[src/rtl/CorePkg.sv]
`default_nettype none

package CorePkg;

  //////////////////////////////
  // Field widths

  // PC word split
  localparam int pcCodeW = 8;
  localparam int pcDataW = 24;
  // Config write split, address above value
  localparam int regAddrW = 8;
  localparam int confW = 16;
  // Tag word split
  localparam int tagW = 11;
  localparam int ctW = 9;
  localparam int payloadW = tagW + ctW;

  //////////////////////////////
  // Word types

  typedef struct packed {
    logic [pcCodeW-1:0] code;
    logic [pcDataW-1:0] data;
  } pcWordT;

  // Chip-bound word, kind above payload
  typedef struct packed {
    logic kind;
    logic [payloadW-1:0] payload;
  } bdWordT;

  typedef struct packed {
    logic [tagW-1:0] tag;
    logic [ctW-1:0] ct;
  } tagCtT;

  // PC codes
  localparam logic [pcCodeW-1:0] codeBdWord = 8'd0;
  localparam logic [pcCodeW-1:0] codeConfWrite = 8'd1;

  // Chip word kinds
  localparam logic kindFwd = 1'b0;
  localparam logic kindTag = 1'b1;

  // Register map, one period and one tag address per generator
  localparam logic [regAddrW-1:0] regTimeUnit = 8'd0;
  localparam logic [regAddrW-1:0] regGenEnable = 8'd1;
  localparam logic [regAddrW-1:0] regGenPeriodBase = 8'd2;
  localparam logic [regAddrW-1:0] regGenTagBase = 8'd10;

  // Top level defaults
  localparam int nGensDef = 8;
  localparam int nTimeDef = 48;
  localparam int nUnitDef = 16;
  localparam int fifoDepthDef = 4;

endpackage

`default_nettype wire
[src/rtl/PcParser.sv]
`timescale 1ns/10ps
`default_nettype none

module PcParser #(
  parameter int nGens = CorePkg::nGensDef
) (
  input logic clk,
  input logic rstN,
  input CorePkg::pcWordT pcWord,
  input logic pcValid,
  output logic pcReady,
  output logic [CorePkg::payloadW-1:0] fwd,
  output logic fwdValid,
  input logic fwdReady,
  output logic [CorePkg::confW-1:0] timeUnit,
  output logic [nGens-1:0] genEnable,
  output logic [nGens-1:0][CorePkg::confW-1:0] genPeriod,
  output logic [nGens-1:0][CorePkg::tagW-1:0] genTag
);

  import CorePkg::*;

  logic accept;
  logic isBd;
  logic isConf;
  logic [regAddrW-1:0] confAddr;
  logic [confW-1:0] confVal;

  //////////////////////////////
  // Input decode

  // Take a word when the forward slot is free or draining now
  assign pcReady = !fwdValid || fwdReady;
  assign accept = pcValid && pcReady;

  assign isBd = accept && (pcWord.code == codeBdWord);
  assign isConf = accept && (pcWord.code == codeConfWrite);
  // Address in data 23:16, value in 15:0
  assign confAddr = pcWord.data[pcDataW-1 -: regAddrW];
  assign confVal = pcWord.data[confW-1:0];

  //////////////////////////////
  // Forward register

  always_ff @(posedge clk) begin
    if (!rstN) begin
      fwdValid <= 1'b0;
    end else if (isBd) begin
      fwdValid <= 1'b1;
    end else if (fwdReady) begin
      fwdValid <= 1'b0;
    end
  end

  // only the BD word payload is kept, code is dropped
  always_ff @(posedge clk) begin
    if (isBd) begin
      fwd <= pcWord.data[payloadW-1:0];
    end
  end

  //////////////////////////////
  // Configuration registers

  always_ff @(posedge clk) begin
    if (!rstN) begin
      timeUnit <= '0;
      genEnable <= '0;
      genPeriod <= '0;
      genTag <= '0;
    end else if (isConf) begin
      if (confAddr == regTimeUnit) begin
        timeUnit <= confVal;
      end
      if (confAddr == regGenEnable) begin
        genEnable <= confVal[nGens-1:0];
      end
      // Per-generator slots, unmatched addresses fall through
      for (int i = 0; i < nGens; i++) begin
        if (confAddr == regGenPeriodBase + regAddrW'(i)) begin
          genPeriod[i] <= confVal;
        end
        if (confAddr == regGenTagBase + regAddrW'(i)) begin
          genTag[i] <= confVal[tagW-1:0];
        end
      end
    end
  end

endmodule

`default_nettype wire

[config.mk]
export PLATFORM = sky130hd
export DESIGN_NAME = PcParser
export DESIGN_NICKNAME = d
export VERILOG_FILES = /design/src/rtl/CorePkg.sv /design/src/rtl/PcParser.sv
export SDC_FILE = /design/constraint.sdc
export NUM_CORES = 1
export LEC_CHECK = 0
export ABC_AREA = 1
export BUFFER_PORTS_ARGS = -buffer_cell sky130_fd_sc_hd__buf_2
export CORE_UTILIZATION = 40
export DETAILED_ROUTE_END_ITERATION = 10
export GPL_TIMING_DRIVEN = 0
export PLACE_DENSITY = 0.68
export SLEW_MARGIN = 20
export SYNTH_ARGS = -nofsm -noshare
export SYNTH_HDL_FRONTEND = slang
export SYNTH_SLANG_ARGS = --single-unit
[constraint.sdc]
create_clock -name clk -period 2.2 [get_ports clk]
set_clock_uncertainty 0.2 [all_clocks]
set_input_delay 0.44 -clock clk [delete_from_list [all_inputs] [get_ports clk]]
set_output_delay 0.44 -clock clk [all_outputs]
set_load 0.01 [all_outputs]
== Word level (Yosys, flattened, before mapping) ==
Index checks and enable logic that the tools add are counted.

* Output and inout port bits: 262
* Bits in registers: 261
* Bits of input ports: 36

* Reductions and logical operators: 26
* Multiplexer cells: 2
* Equality and inequality tests: 18

{| class="wikitable"
|+ Operators with widths
! operator !! count
|-
| $eq A8 B4 Y1 const B || 8
|-
| $reduce_and A2 Y1 || 18
|-
| $eq A8 B3 Y1 const B || 4
|-
| $eq A8 B1 Y1 const B || 2
|-
| $eq A8 B2 Y1 const B || 2
|-
| $eq A8 B5 Y1 const B || 2
|-
| $logic_not A8 Y1 || 2
|-
| $logic_and A1 B1 Y1 || 3
|-
| $mux W1 || 2
|-
| $reduce_bool A2 Y1 || 1
|-
| $logic_not A1 Y1 || 1
|-
| $logic_or A1 B1 Y1 || 1
|}

== Depth between registers and ports, before layout ==
Gate-level depths: netlist of run 1.

* Depth after elaboration: 5
* Depth in mapped cells: 10

== Worst setup path after synthesis of run 1 ==
Ideal clock, no wire load.

* Path kind: input to register
* From: input fwdReady
* To: register fwd[0] in the netlist's numbering, enable pin
* Data required time: 1.625 ns
* Path slack: -0.008 ns
* Stages on the path: 8
* Data arrival time: 1.634 ns
* Cell sequence: inv_1 > nand2_1 > nand2_1 > nor2_2 > buf_4 > buf_2 > nand2_1 > inv_1

* Longest elaborated chain between the ends: 3

{| class="wikitable"
|+ RTL lines
! element !! RTL line !! RTL
|-
| start: declaration || PcParser.sv:14 || <nowiki>input logic fwdReady,</nowiki>
|-
| $logic_or A1 B1 Y1 || PcParser.sv:33 || <nowiki>assign pcReady = !fwdValid || fwdReady;</nowiki>
|-
| via pcReady || PcParser.sv:11 || <nowiki>output logic pcReady,</nowiki>
|-
| $logic_and A1 B1 Y1 || PcParser.sv:34 || <nowiki>assign accept = pcValid && pcReady;</nowiki>
|-
| $logic_and A1 B1 Y1 || PcParser.sv:36 || <nowiki>assign isBd = accept && (pcWord.code == codeBdWord);</nowiki>
|-
| via isBd || PcParser.sv:24 || <nowiki>logic isBd;</nowiki>
|-
| end signal: assignment || PcParser.sv:58 || <nowiki>fwd <= pcWord.data[payloadW-1:0];</nowiki>
|-
| end: declaration || PcParser.sv:12 || <nowiki>output logic [CorePkg::payloadW-1:0] fwd,</nowiki>
|}

The timed path passes the listed nets, and every way through them passes these cells.
A chain may end at the register's enable or synchronous reset.

==> reports/qor.yml, run 1 <==
status:
  run_status: "finished clean"
cts:
  clkTransAtPathRegs_ps: 60
  cts.sinks: 261
  cts_tree: "yes"
  cts_root_buf: "clkbuf_16"
  cts_buffers: 29
  cts.htree.levels: 1
  clk_latency_ps: 550
  clock_path_buffers: 3
die:
  die_w_um: 177
  start_util_pct: 41.0
  rows: 63
  pin_count: 298
  die-height_um: 177
  fp.dieArea_um2: 31400
  core-area_um2: 30000
power:
  ir_worst_vdd_v: 0.000519
  leakagePower_nw: 7.75
  power_w: 0.0102
  power_per_cell_area_nw_per_um2: 660
route:
  drt-met1-wl_um: 17000
  wire_per_inst_um: 15.6
  met3_length_um: 3810
  num_vias: 12300
  ant_nets: 0
  drt_iter0_markers: 950
  routed.top_layer: "met4"
  route.detailed.drc: 0
  wl_um: 40000
  routed_via_density: 4.79
  dr.pass1.iters: 5
  wl_met2_um: 17400
synthesis:
  syn_avg_cell_area_um2: 6.82
  syn-num-nets: 1835
  synth_top_cell_area_share_pct: 39.3
  synth_area_leaders: "dfxtp_1 (39%), nand2_1 (13%), nand4_1 (12%)"
  ys_warn_count: 0
  synthCells: 1799
  synth_top_area_cell: "dfxtp_1"
  syn_area_um2: 12300
  seq_area_frac_synth_pct: 44.2
  ys_types: 24
  synth-seq-cells: 261
sta:
  max_freq_mhz: 471
  layout_min_cycle_time_ps: 2120
  worst_slew_pin_slew_ps: 1180
  setup_viol: 0
  drv_slew: 0
  fin_crit_sh_pct: 96.5
  hold_slack_ps: 25.3
  max-slew-margin-rel_pct: 21.1
  setup_tns_ps: 0
  rsz0062_at_grt: "no"
  finalHoldViolCount: 0
placed_design:
  numPortBuffers: 296
  hpwlAfterDp_um: 27900
  gp_congestion: 0.864
critical_path:
  arrival_ps: 2370
  max_stage_delay_ps: 710
  path_delay_family: "buffers and inverters"
  path_cells: "dlygate4sd3_1 -> buf_2 -> clkinv_1 -> clkbuf_1 -> nand4_1 -> nand2_1 -> nor2_1"
  end_kind: "flip-flop"
  setup.worst_path.class: "primary input to flip-flop"
  worst-path-buf-inv: 4
  crit_path_top_delay_cell: "clkbuf_1"
  crit_fanout: 10
  required_ps: 2440
  critPathLaunchType: "primary input"
global_route:
  grt_first_pass_wirelength_um: 59300
  overflow: 0
  grt_pass1_vias: 11000
  grt_max_degree: 15
  grt_antenna_before_repair: 2
  grtUsageTotal_pct: 24.6
cells_and_area:
  fillers: 3039
  fin_nets: 2185
  drive_gt1_share_pct: 21.8
  area_growth_syn_to_layout_pct: 25.9
flow_run:
  maxCapViolations: 0
min_path:
  hold_class: "primary input to flip-flop"
-- worst paths after layout --
check,start,end,slack (ps),depth (start not counted)
setup / recovery,pcWord[10],genPeriod[122],80,7
hold / removal,pcWord[19],fwd[19],30,1
setup reg to reg,fwdValid,fwd[4],80,8
hold reg to reg,genPeriod[53],genPeriod[53],270,2
-- stage by stage --
| step | worst slack [ps] | utilization (%) | cells | instance area (um^2) |
|---|---|---|---|---|
| 3_3_place_gp | -493 | 47.6 | 2485 | 14200 |
| 5_1_grt | 19.0 | 51.6 | 2563 | 15400 |
| 6_report | 78.0 | 51.6 | 2563 | 15400 |
| 4_1_cts | 18.5 | 51.5 | 2561 | 15400 |
| 3_5_place_dp | -522 | 47.6 | 2485 | 14200 |
| 2_1_floorplan | 164 | - | 1799 | 12300 |
-- cells in the final DEF, fill, tap and decap left out, drive strengths merged, types with 13 or more instances in the layout --
master	synthesis	final
nand4	245	245
nand3	13	13
nor2	346	346
clkinv	16	21
dlygate4sd3	0	18
edfxtp	20	20
dfxtp	241	241
clkbuf	23	68
buf	106	405
nand2	436	436
inv	350	351
-- cell families after synthesis --
family	Yosys count	share of synthesized area (%)
AND/OR/NAND/NOR	1042	39.1
buffers and inverters	495	16.6
AO/OA/AOI/OAI	1	0.0612
flip-flops	261	44.2
-- flip-flops by register name, indices dropped and copies added, names as in the netlist --
register / count
fwd: 20
fwdValid: 1
genEnable: 8
genPeriod: 128
genTag: 88
timeUnit: 16
-- routing by layer --
metal	GRT usage [%]	vias to the layer above
met2	38.9	501
li1	-	6198
met1	31.6	5491
met3	6.19	94
met4	11.0	0
met5	0	-
-- cell usage after synthesis (all sizes together) --
master,n
or2,1
nand2,436
nor3,1
clkinv,16
a21boi,1
edfxtp,20
nor2,346
dfxtp,241
nand4,245
clkbuf,23
nand3,13
buf,106
inv,350
-- worst register-to-register path, delay by kind of cell (launching register included) --
kind,cells,cell delay [ps]
AND/OR/NAND/NOR,4,560
flip-flops,1,320
buffers and inverters,4,730
-- where the power goes --
| group | switching, W | total, W | internal (W) |
|---|---|---|---|
| logic | 0.000425 | 0.000569 | 0.000143 |
| clock network | 0.00197 | 0.00484 | 0.00287 |
| registers | 0.000000247 | 0.00478 | 0.00478 |
-- final cells by class --
class | instances | area (um^2) | area share, %
diodes | 2 | 5.00 | 0.0324
plain buffers | 129 | 678 | 4.39
clock buffers | 44 | 843 | 5.46
clock inverters | 9 | 100 | 0.648
inverters | 366 | 1380 | 8.92
multi-input cells | 1043 | 4820 | 31.2
flip-flops and latches | 261 | 5430 | 35.1
well taps | 390 | 488 | 3.16
repair buffers | 318 | 1700 | 11.0
repair inverters | 1 | 7.51 | 0.0486
-- timing repair --
action	in CTS	in global routing
gates cloned	1	0
endpoints found under the hold margin	18	0
hold buffers	18	0
gates resized for setup	4	16
endpoints found under the setup margin	20	106
setup buffers	4	0
Note: power is estimated with default switching activity, not from simulation.
==> inputs of run 2 (changes only) <==
==> constraint.sdc (replaced) <==
create_clock -name clk -period 2.2 [get_ports clk]
set_clock_uncertainty 0.2 [all_clocks]
set_input_delay 0.33 -clock clk [delete_from_list [all_inputs] [get_ports clk]]
set_output_delay 0.33 -clock clk [all_outputs]
set_load 0.01 [all_outputs]
==> run 2 against run 1 <==
Cell count is essentially flat. Core utilization grew 0.17 points. Sequential power is essentially flat. First-iteration DRC count grew 11%. Global-route usage grew 0.16 points. Register-to-register slack is essentially flat. Sequential share of layout area shrank 0.11 points. Count of clock-buffer cells in the layout grew 1. Clock power is essentially flat. Critical path type unchanged. Critical endpoint is now genPeriod[35].
==> reports/qor.yml, run 2 (same netlist as run 1, synthesis figures left out) <==
critical_path:
  r2r-end: "fwd[0]"
  rr_worst_depth: 8  # unchanged
  r2r_slack_ps: 80  # about the same
  critPathLaunchType: "primary input"
  setup.worst_path.class: "primary input to flip-flop"
  arrival_ps: 2430  # +60 ps
  r2r-start: "fwdValid"
  end_kind: "flip-flop"
  crit_end: "genPeriod[35]"
  setup.worst_path.start: "pcWord[3]"
  crit_fanout: 10  # unchanged
  required_ps: 2440  # about the same
sta:
  worst_slew_pin_slew_ps: 1060  # -124 ps
  drv_slew: 0  # unchanged
  setup_tns_ps: 0  # unchanged
  max-slew-margin-rel_pct: 29.4  # +8.3 points
  finalHoldViolCount: 0  # unchanged
  max_freq_mhz: 456  # -3.3%
  rsz0062_at_grt: "yes"
  fin_crit_sh_pct: 99.8  # +3.3 points
  setup_slack_ps: 4.93  # -73.1 ps
  setup_viol: 0  # unchanged
  hold_slack_ps: 73.4  # +48.1 ps
  layout_min_cycle_time_ps: 2200  # +73.1 ps
route:
  wire_per_inst_um: 15.7  # +0.94%
  dr.pass1.iters: 6  # +1
  drt_iter0_markers: 1059  # +11%
  ant_nets: 0  # unchanged
  route.detailed.drc: 0  # unchanged
  wl_um: 40300  # +0.90%
  routed_via_density: 4.82  # +0.54%
  num_vias: 12300  # +0.50%
cells_and_area:
  fin_area_um2: 15500  # +0.32%
  final_cell_mix: "nand2_1 (434), buf_2 (362), inv_1 (346), nor2_1 (319), nand4_1 (245)"
  drive_gt1_share_pct: 22.3  # +0.42 points
  fillers: 2980  # -1.9%
  largest_register_ffs: 128  # unchanged
  fin_nets: 2187  # +0.092%
  area_growth_syn_to_layout_pct: 26.3
  top_register: "genPeriod"
  final_common_cell: "nand2_1"
  instances_no_fill: 2562  # -0.039%
  top_regs: "genPeriod: 128 flops, genTag: 88 flops, fwd: 20 flops"
die:
  rows: 63  # unchanged
  start_util_pct: 41.0  # unchanged
  die_w_um: 177  # unchanged
  fp.dieArea_um2: 31400  # unchanged
  core-area_um2: 30000  # unchanged
  pin_count: 298  # unchanged
  die-height_um: 177  # unchanged
power:
  power_per_cell_area_nw_per_um2: 656  # -0.61%
  ir_worst_vdd_v: 0.000568  # +9.5%
  leakagePower_nw: 7.78  # +0.42%
flow_run:
  maxCapViolations: 0  # unchanged
min_path:
  hold_class: "primary input to flip-flop"
cts:
  cts_tree: "yes"
  clk_latency_ps: 540  # about the same
  clkTransAtPathRegs_ps: 60  # about the same
  cts.htree.levels: 1  # unchanged
  cts.sinks: 261  # unchanged
  cts_root_buf: "clkbuf_16"
  clock_path_buffers: 3  # unchanged
  cts_buffers: 28  # -3.4%
status:
  run_status: "finished clean"
global_route:
  grt_antenna_before_repair: 3  # +1
  grt_pass1_vias: 11100  # +0.84%
  grtUsageTotal_pct: 24.8  # +0.16 points
  grt_first_pass_wirelength_um: 60000  # +1.1%
  grt_max_degree: 14  # -1
  overflow: 0  # unchanged
placed_design:
  post-place-ws_ps: -672  # -150 ps
  placed_cell_area_um2: 14200  # about the same
  numPortBuffers: 296  # unchanged
  dp.cells: 2485  # unchanged
  gp_congestion: 0.873  # +1.1%
  hpwlAfterDp_um: 28200  # +1.3%
==> run 2: changes by cell type in the layout (fill, tap and decap cells not counted), sizes merged <==
cell	change
bufinv	-1
clkinv	-2
clkinvlp	+1
dlygate4sd3	+3
inv	-2
==> run 2: power by group <==
group / leakage (nW) / switching [W] / internal (W)
registers: 2.12 / 0.000000278 / 0.00478
clock network: 0.467 / 0.00193 / 0.00288
logic: 5.20 / 0.000425 / 0.000147
total: 7.78 / 0.00235 / 0.00781
==> run 2: per-stage QoR <==
| stage | power, W | util, % |
|---|---|---|
| 3_3_place_gp | 0.00541 | 47.6 |
| 2_1_floorplan | 0.00520 | - |
| 3_5_place_dp | 0.00541 | 47.6 |
| 5_1_grt | 0.0105 | 51.7 |
| 4_1_cts | 0.0102 | 51.5 |
| 6_report | 0.0102 | 51.7 |
==> run 2: worst min-delay path by stage <==
stage,slack [ps],cells after the start,to,startpoint
after CTS,60,6,genTag[87],pcWord[21]
after detailed placement,270,2,genPeriod[61],genPeriod[61]
final,70,6,genTag[87],pcWord[21]
after global routing,130,6,genTag[87],pcWord[22]
after global placement,260,2,genPeriod[51],genPeriod[51]
after floorplan,230,0,fwd[0],pcWord[0]
==> run 2: worst max-delay path, cell delays in order <==
cell           delay (ps)
dlygate4sd3_1         530
buf_2                 140
clkinv_1              270
buf_1                 800
nand4_1               190
nand2_1               110
nor2_1                 40
==> run 2: routing by layer <==
| metal | vias to the layer above | wire, um | part of all wire (%) | global-route usage (%) |
|---|---|---|---|---|
| met2 | 515 | 18200 | 45 | 41.1 |
| met5 | - | 11 | 0.027 | 0 |
| met3 | 88 | 3640 | 9.0 | 5.48 |
| met1 | 5546 | 17200 | 43 | 31.4 |
| met4 | 2 | 1270 | 3.1 | 9.12 |
| li1 | 6195 | - | - | - |
==> run 2: layout make-up <==
class | count | area [um^2] | area share [%]
inverter | 366 | 1380 | 8.89
tap | 390 | 488 | 3.15
multi-input combinational | 1043 | 4830 | 31.2
antenna | 2 | 5.00 | 0.0323
timing repair inverter | 2 | 15.0 | 0.0969
sequential | 261 | 5430 | 35.0
buffer | 129 | 687 | 4.43
clock buffer | 45 | 897 | 5.79
clock inverter | 4 | 45.0 | 0.291
timing repair buffer | 320 | 1730 | 11.1
==> run 2: what timing repair did <==
item,CTS,global route
hold endpoints to repair,21,0
endpoints found under the setup margin,20,168
pin swaps,0,1
setup buffers,1,2
cloned,2,0
hold buffers,21,0
gates resized for setup,5,37
==> inputs of run 3 (changes only) <==
CORE_ASPECT_RATIO = 1.2   (was not set)
==> run 3 against run 2 <==
The flow now finishes with violations (negative setup slack). Sequential share of layout area barely moved. Core utilization rose by 0.11 points. Clock power is 0.8% higher. Register-to-register slack gained 40 ps. Die area hardly changed. Final area about the same. Total power grew 0.26%. Critical path depth is the same. Count of clock-buffer cells in the layout is 9 lower. Non-clock buffer count unchanged. Maximum frequency is 1.6% lower. Critical path type unchanged.
==> reports/qor.yml, run 3 (same netlist as run 1, synthesis figures left out) <==
route:
  routed_via_density: 4.70  # -2.4%
  route.detailed.drc: 0  # unchanged
  wl_um: 39400  # -2.4%
  drt_iter0_markers: 788  # -26%
  num_vias: 12000  # -2.5%
  dr.pass1.iters: 6  # unchanged
  wire_per_inst_um: 15.4  # -2.3%
  ant_nets: 0  # unchanged
power:
  power.internal_w: 0.00781  # about the same
  p_sw_w: 0.00238  # +1.0%
  netSwitchingFraction_pct: 23.3  # +0.17 points
  ir_worst_vdd_v: 0.000552  # -2.9%
  combPwrFrac_pct: 5.5  # about the same
  leakagePower_nw: 7.76  # -0.34%
  sequentialPowerShare_pct: 46.9  # -0.2 points
  clkPwrFrac_pct: 47.6  # +0.3 points
  power_per_cell_area_nw_per_um2: 658  # +0.33%
  power_w: 0.0102  # +0.26%
sta:
  setup_viol: 1  # +1
  rsz0062_at_grt: "no"
  worst_slew_pin_slew_ps: 962  # -96.3 ps
  max-slew-margin-rel_pct: 35.8  # +6.4 points
  max_freq_mhz: 448  # -1.6%
  drv_slew: 0  # unchanged
  fin_crit_sh_pct: 101  # +1.6 points
  finalHoldViolCount: 0  # unchanged
  setup_slack_ps: -31.3  # -36.2 ps
  layout_min_cycle_time_ps: 2230  # +36.2 ps
  setup_tns_ps: -31.3  # -31.3 ps
cells_and_area:
  final_core_util_pct: 51.9  # +0.11 points
  top_regs: "genPeriod: 128 flops, genTag: 88 flops, fwd: 20 flops"
  top_register: "genPeriod"
  fillers: 3029  # +1.6%
  register_area_um2: 5430  # unchanged
  drive_gt1_share_pct: 22.0  # -0.27 points
  fin_area_um2: 15500  # about the same
  final_cell_mix: "nand2_1 (434), buf_2 (362), inv_1 (346), nor2_1 (318), nand4_1 (245)"
  largest_register_ffs: 128  # unchanged
  final_common_cell: "nand2_1"
  area_growth_syn_to_layout_pct: 26.2  # about the same
  multi_input_area_um2: 4840  # about the same
  fin_nets: 2186  # -0.046%
critical_path:
  critPathLaunchType: "primary input"
  setup.worst_path.start: "pcWord[6]"
  required_ps: 2440  # about the same
  r2r-start: "fwdValid"
  crit_fanout: 10  # unchanged
  setup.worst_path.class: "primary input to flip-flop"
  end_kind: "flip-flop"
  arrival_ps: 2470  # +40 ps
die:
  die-height_um: 194  # +9.4%
  die_w_um: 162  # -8.6%
  start_util_pct: 41.1  # +0.11 points
  core-area_um2: 29900  # -0.28%
  fp.dieArea_um2: 31400  # about the same
  rows: 69  # +9.5%
  pin_count: 298  # unchanged
global_route:
  grt_pass1_vias: 11200  # +1.5%
  grt_antenna_before_repair: 1  # -2
  grt_max_degree: 14  # unchanged
  grt_first_pass_wirelength_um: 61100  # +1.9%
  grtUsageTotal_pct: 24.8  # -0.026 points
  overflow: 0  # unchanged
min_path:
  hp-start: "pcWord[20]"
  hold_class: "primary input to flip-flop"
cts:
  cts_buffers: 27  # -3.6%
  clk_latency_ps: 540  # about the same
  cts_tree: "yes"
  cts_root_buf: "clkbuf_16"
  clock_path_buffers: 3  # unchanged
  cts.htree.levels: 1  # unchanged
  cts.sinks: 261  # unchanged
  clkTransAtPathRegs_ps: 60  # about the same
status:
  run_status: "finished, violations left"
  failed_checks: "negative setup slack"
placed_design:
  post-place-ws_ps: -726  # -54.2 ps
  hpwlAfterDp_um: 28100  # -0.52%
  gp_congestion: 0.861  # -1.4%
  placed_cell_area_um2: 14200  # unchanged
  numPortBuffers: 296  # unchanged
flow_run:
  maxCapViolations: 0  # unchanged
run 3: repair_timing:
item                                    4_1_cts  5_1_grt
pin swaps                                     0        1
hold buffers                                 21        0
gates cloned                                  2        0
endpoints found under the setup margin       20       99
setup buffers                                 1        2
gates resized for setup                       5       26
hold endpoints to repair                     21        0
run 3: power groups by stage:
| stage | sequential (W) | combinational (W) | clock, W |
|---|---|---|---|
| finish | 0.00478 | 0.000558 | 0.00485 |
| global route | 0.00478 | 0.000605 | 0.00512 |
| CTS | 0.00478 | 0.000547 | 0.00494 |
| detailed placement | 0.00489 | 0.000516 | 0 |
| global placement | 0.00489 | 0.000512 | 0 |
| floorplan | 0.00489 | 0.000309 | 0 |
run 3: critical path, cell delays in order:
cell           delay, ps
dlygate4sd3_1        540
buf_2                130
clkinv_1             260
clkbuf_1             760
nand4_1              260
nand2_1              140
nor2_1                40
run 3: metal layers:
layer	routed length, um	up-vias	global-route usage [%]
li1	-	6190	-
met5	0	-	0
met1	16200	5291	30.1
met3	3420	97	5.82
met4	1560	0	10.6
met2	18100	460	41.5
run 3: cell type report:
cell class | count | share of cell area, %
inverter | 366 | 8.89
timing repair buffer | 320 | 11.2
tap | 390 | 3.15
clock buffer | 36 | 4.91
timing repair inverter | 2 | 0.0969
clock inverter | 12 | 1.05
sequential | 261 | 35.0
multi-input combinational | 1043 | 31.2
buffer | 129 | 4.40
antenna | 1 | 0.0162
run 3: per-stage QoR:
stage               instances  hold slack, ps
floorplan                1799             229
global placement         2485             260
detailed placement       2485             269
CTS                      2557            27.6
global route             2559            70.1
finish                   2560            48.2
run 3: final timing paths:
kind	slack (ps)	cells past startpoint	end
worst min-delay path	50	6	genTag[10]
worst max-delay path	-30	7	genPeriod[70]
worst min register to register	280	2	genPeriod[61]
worst max register to register	120	8	fwd[10]
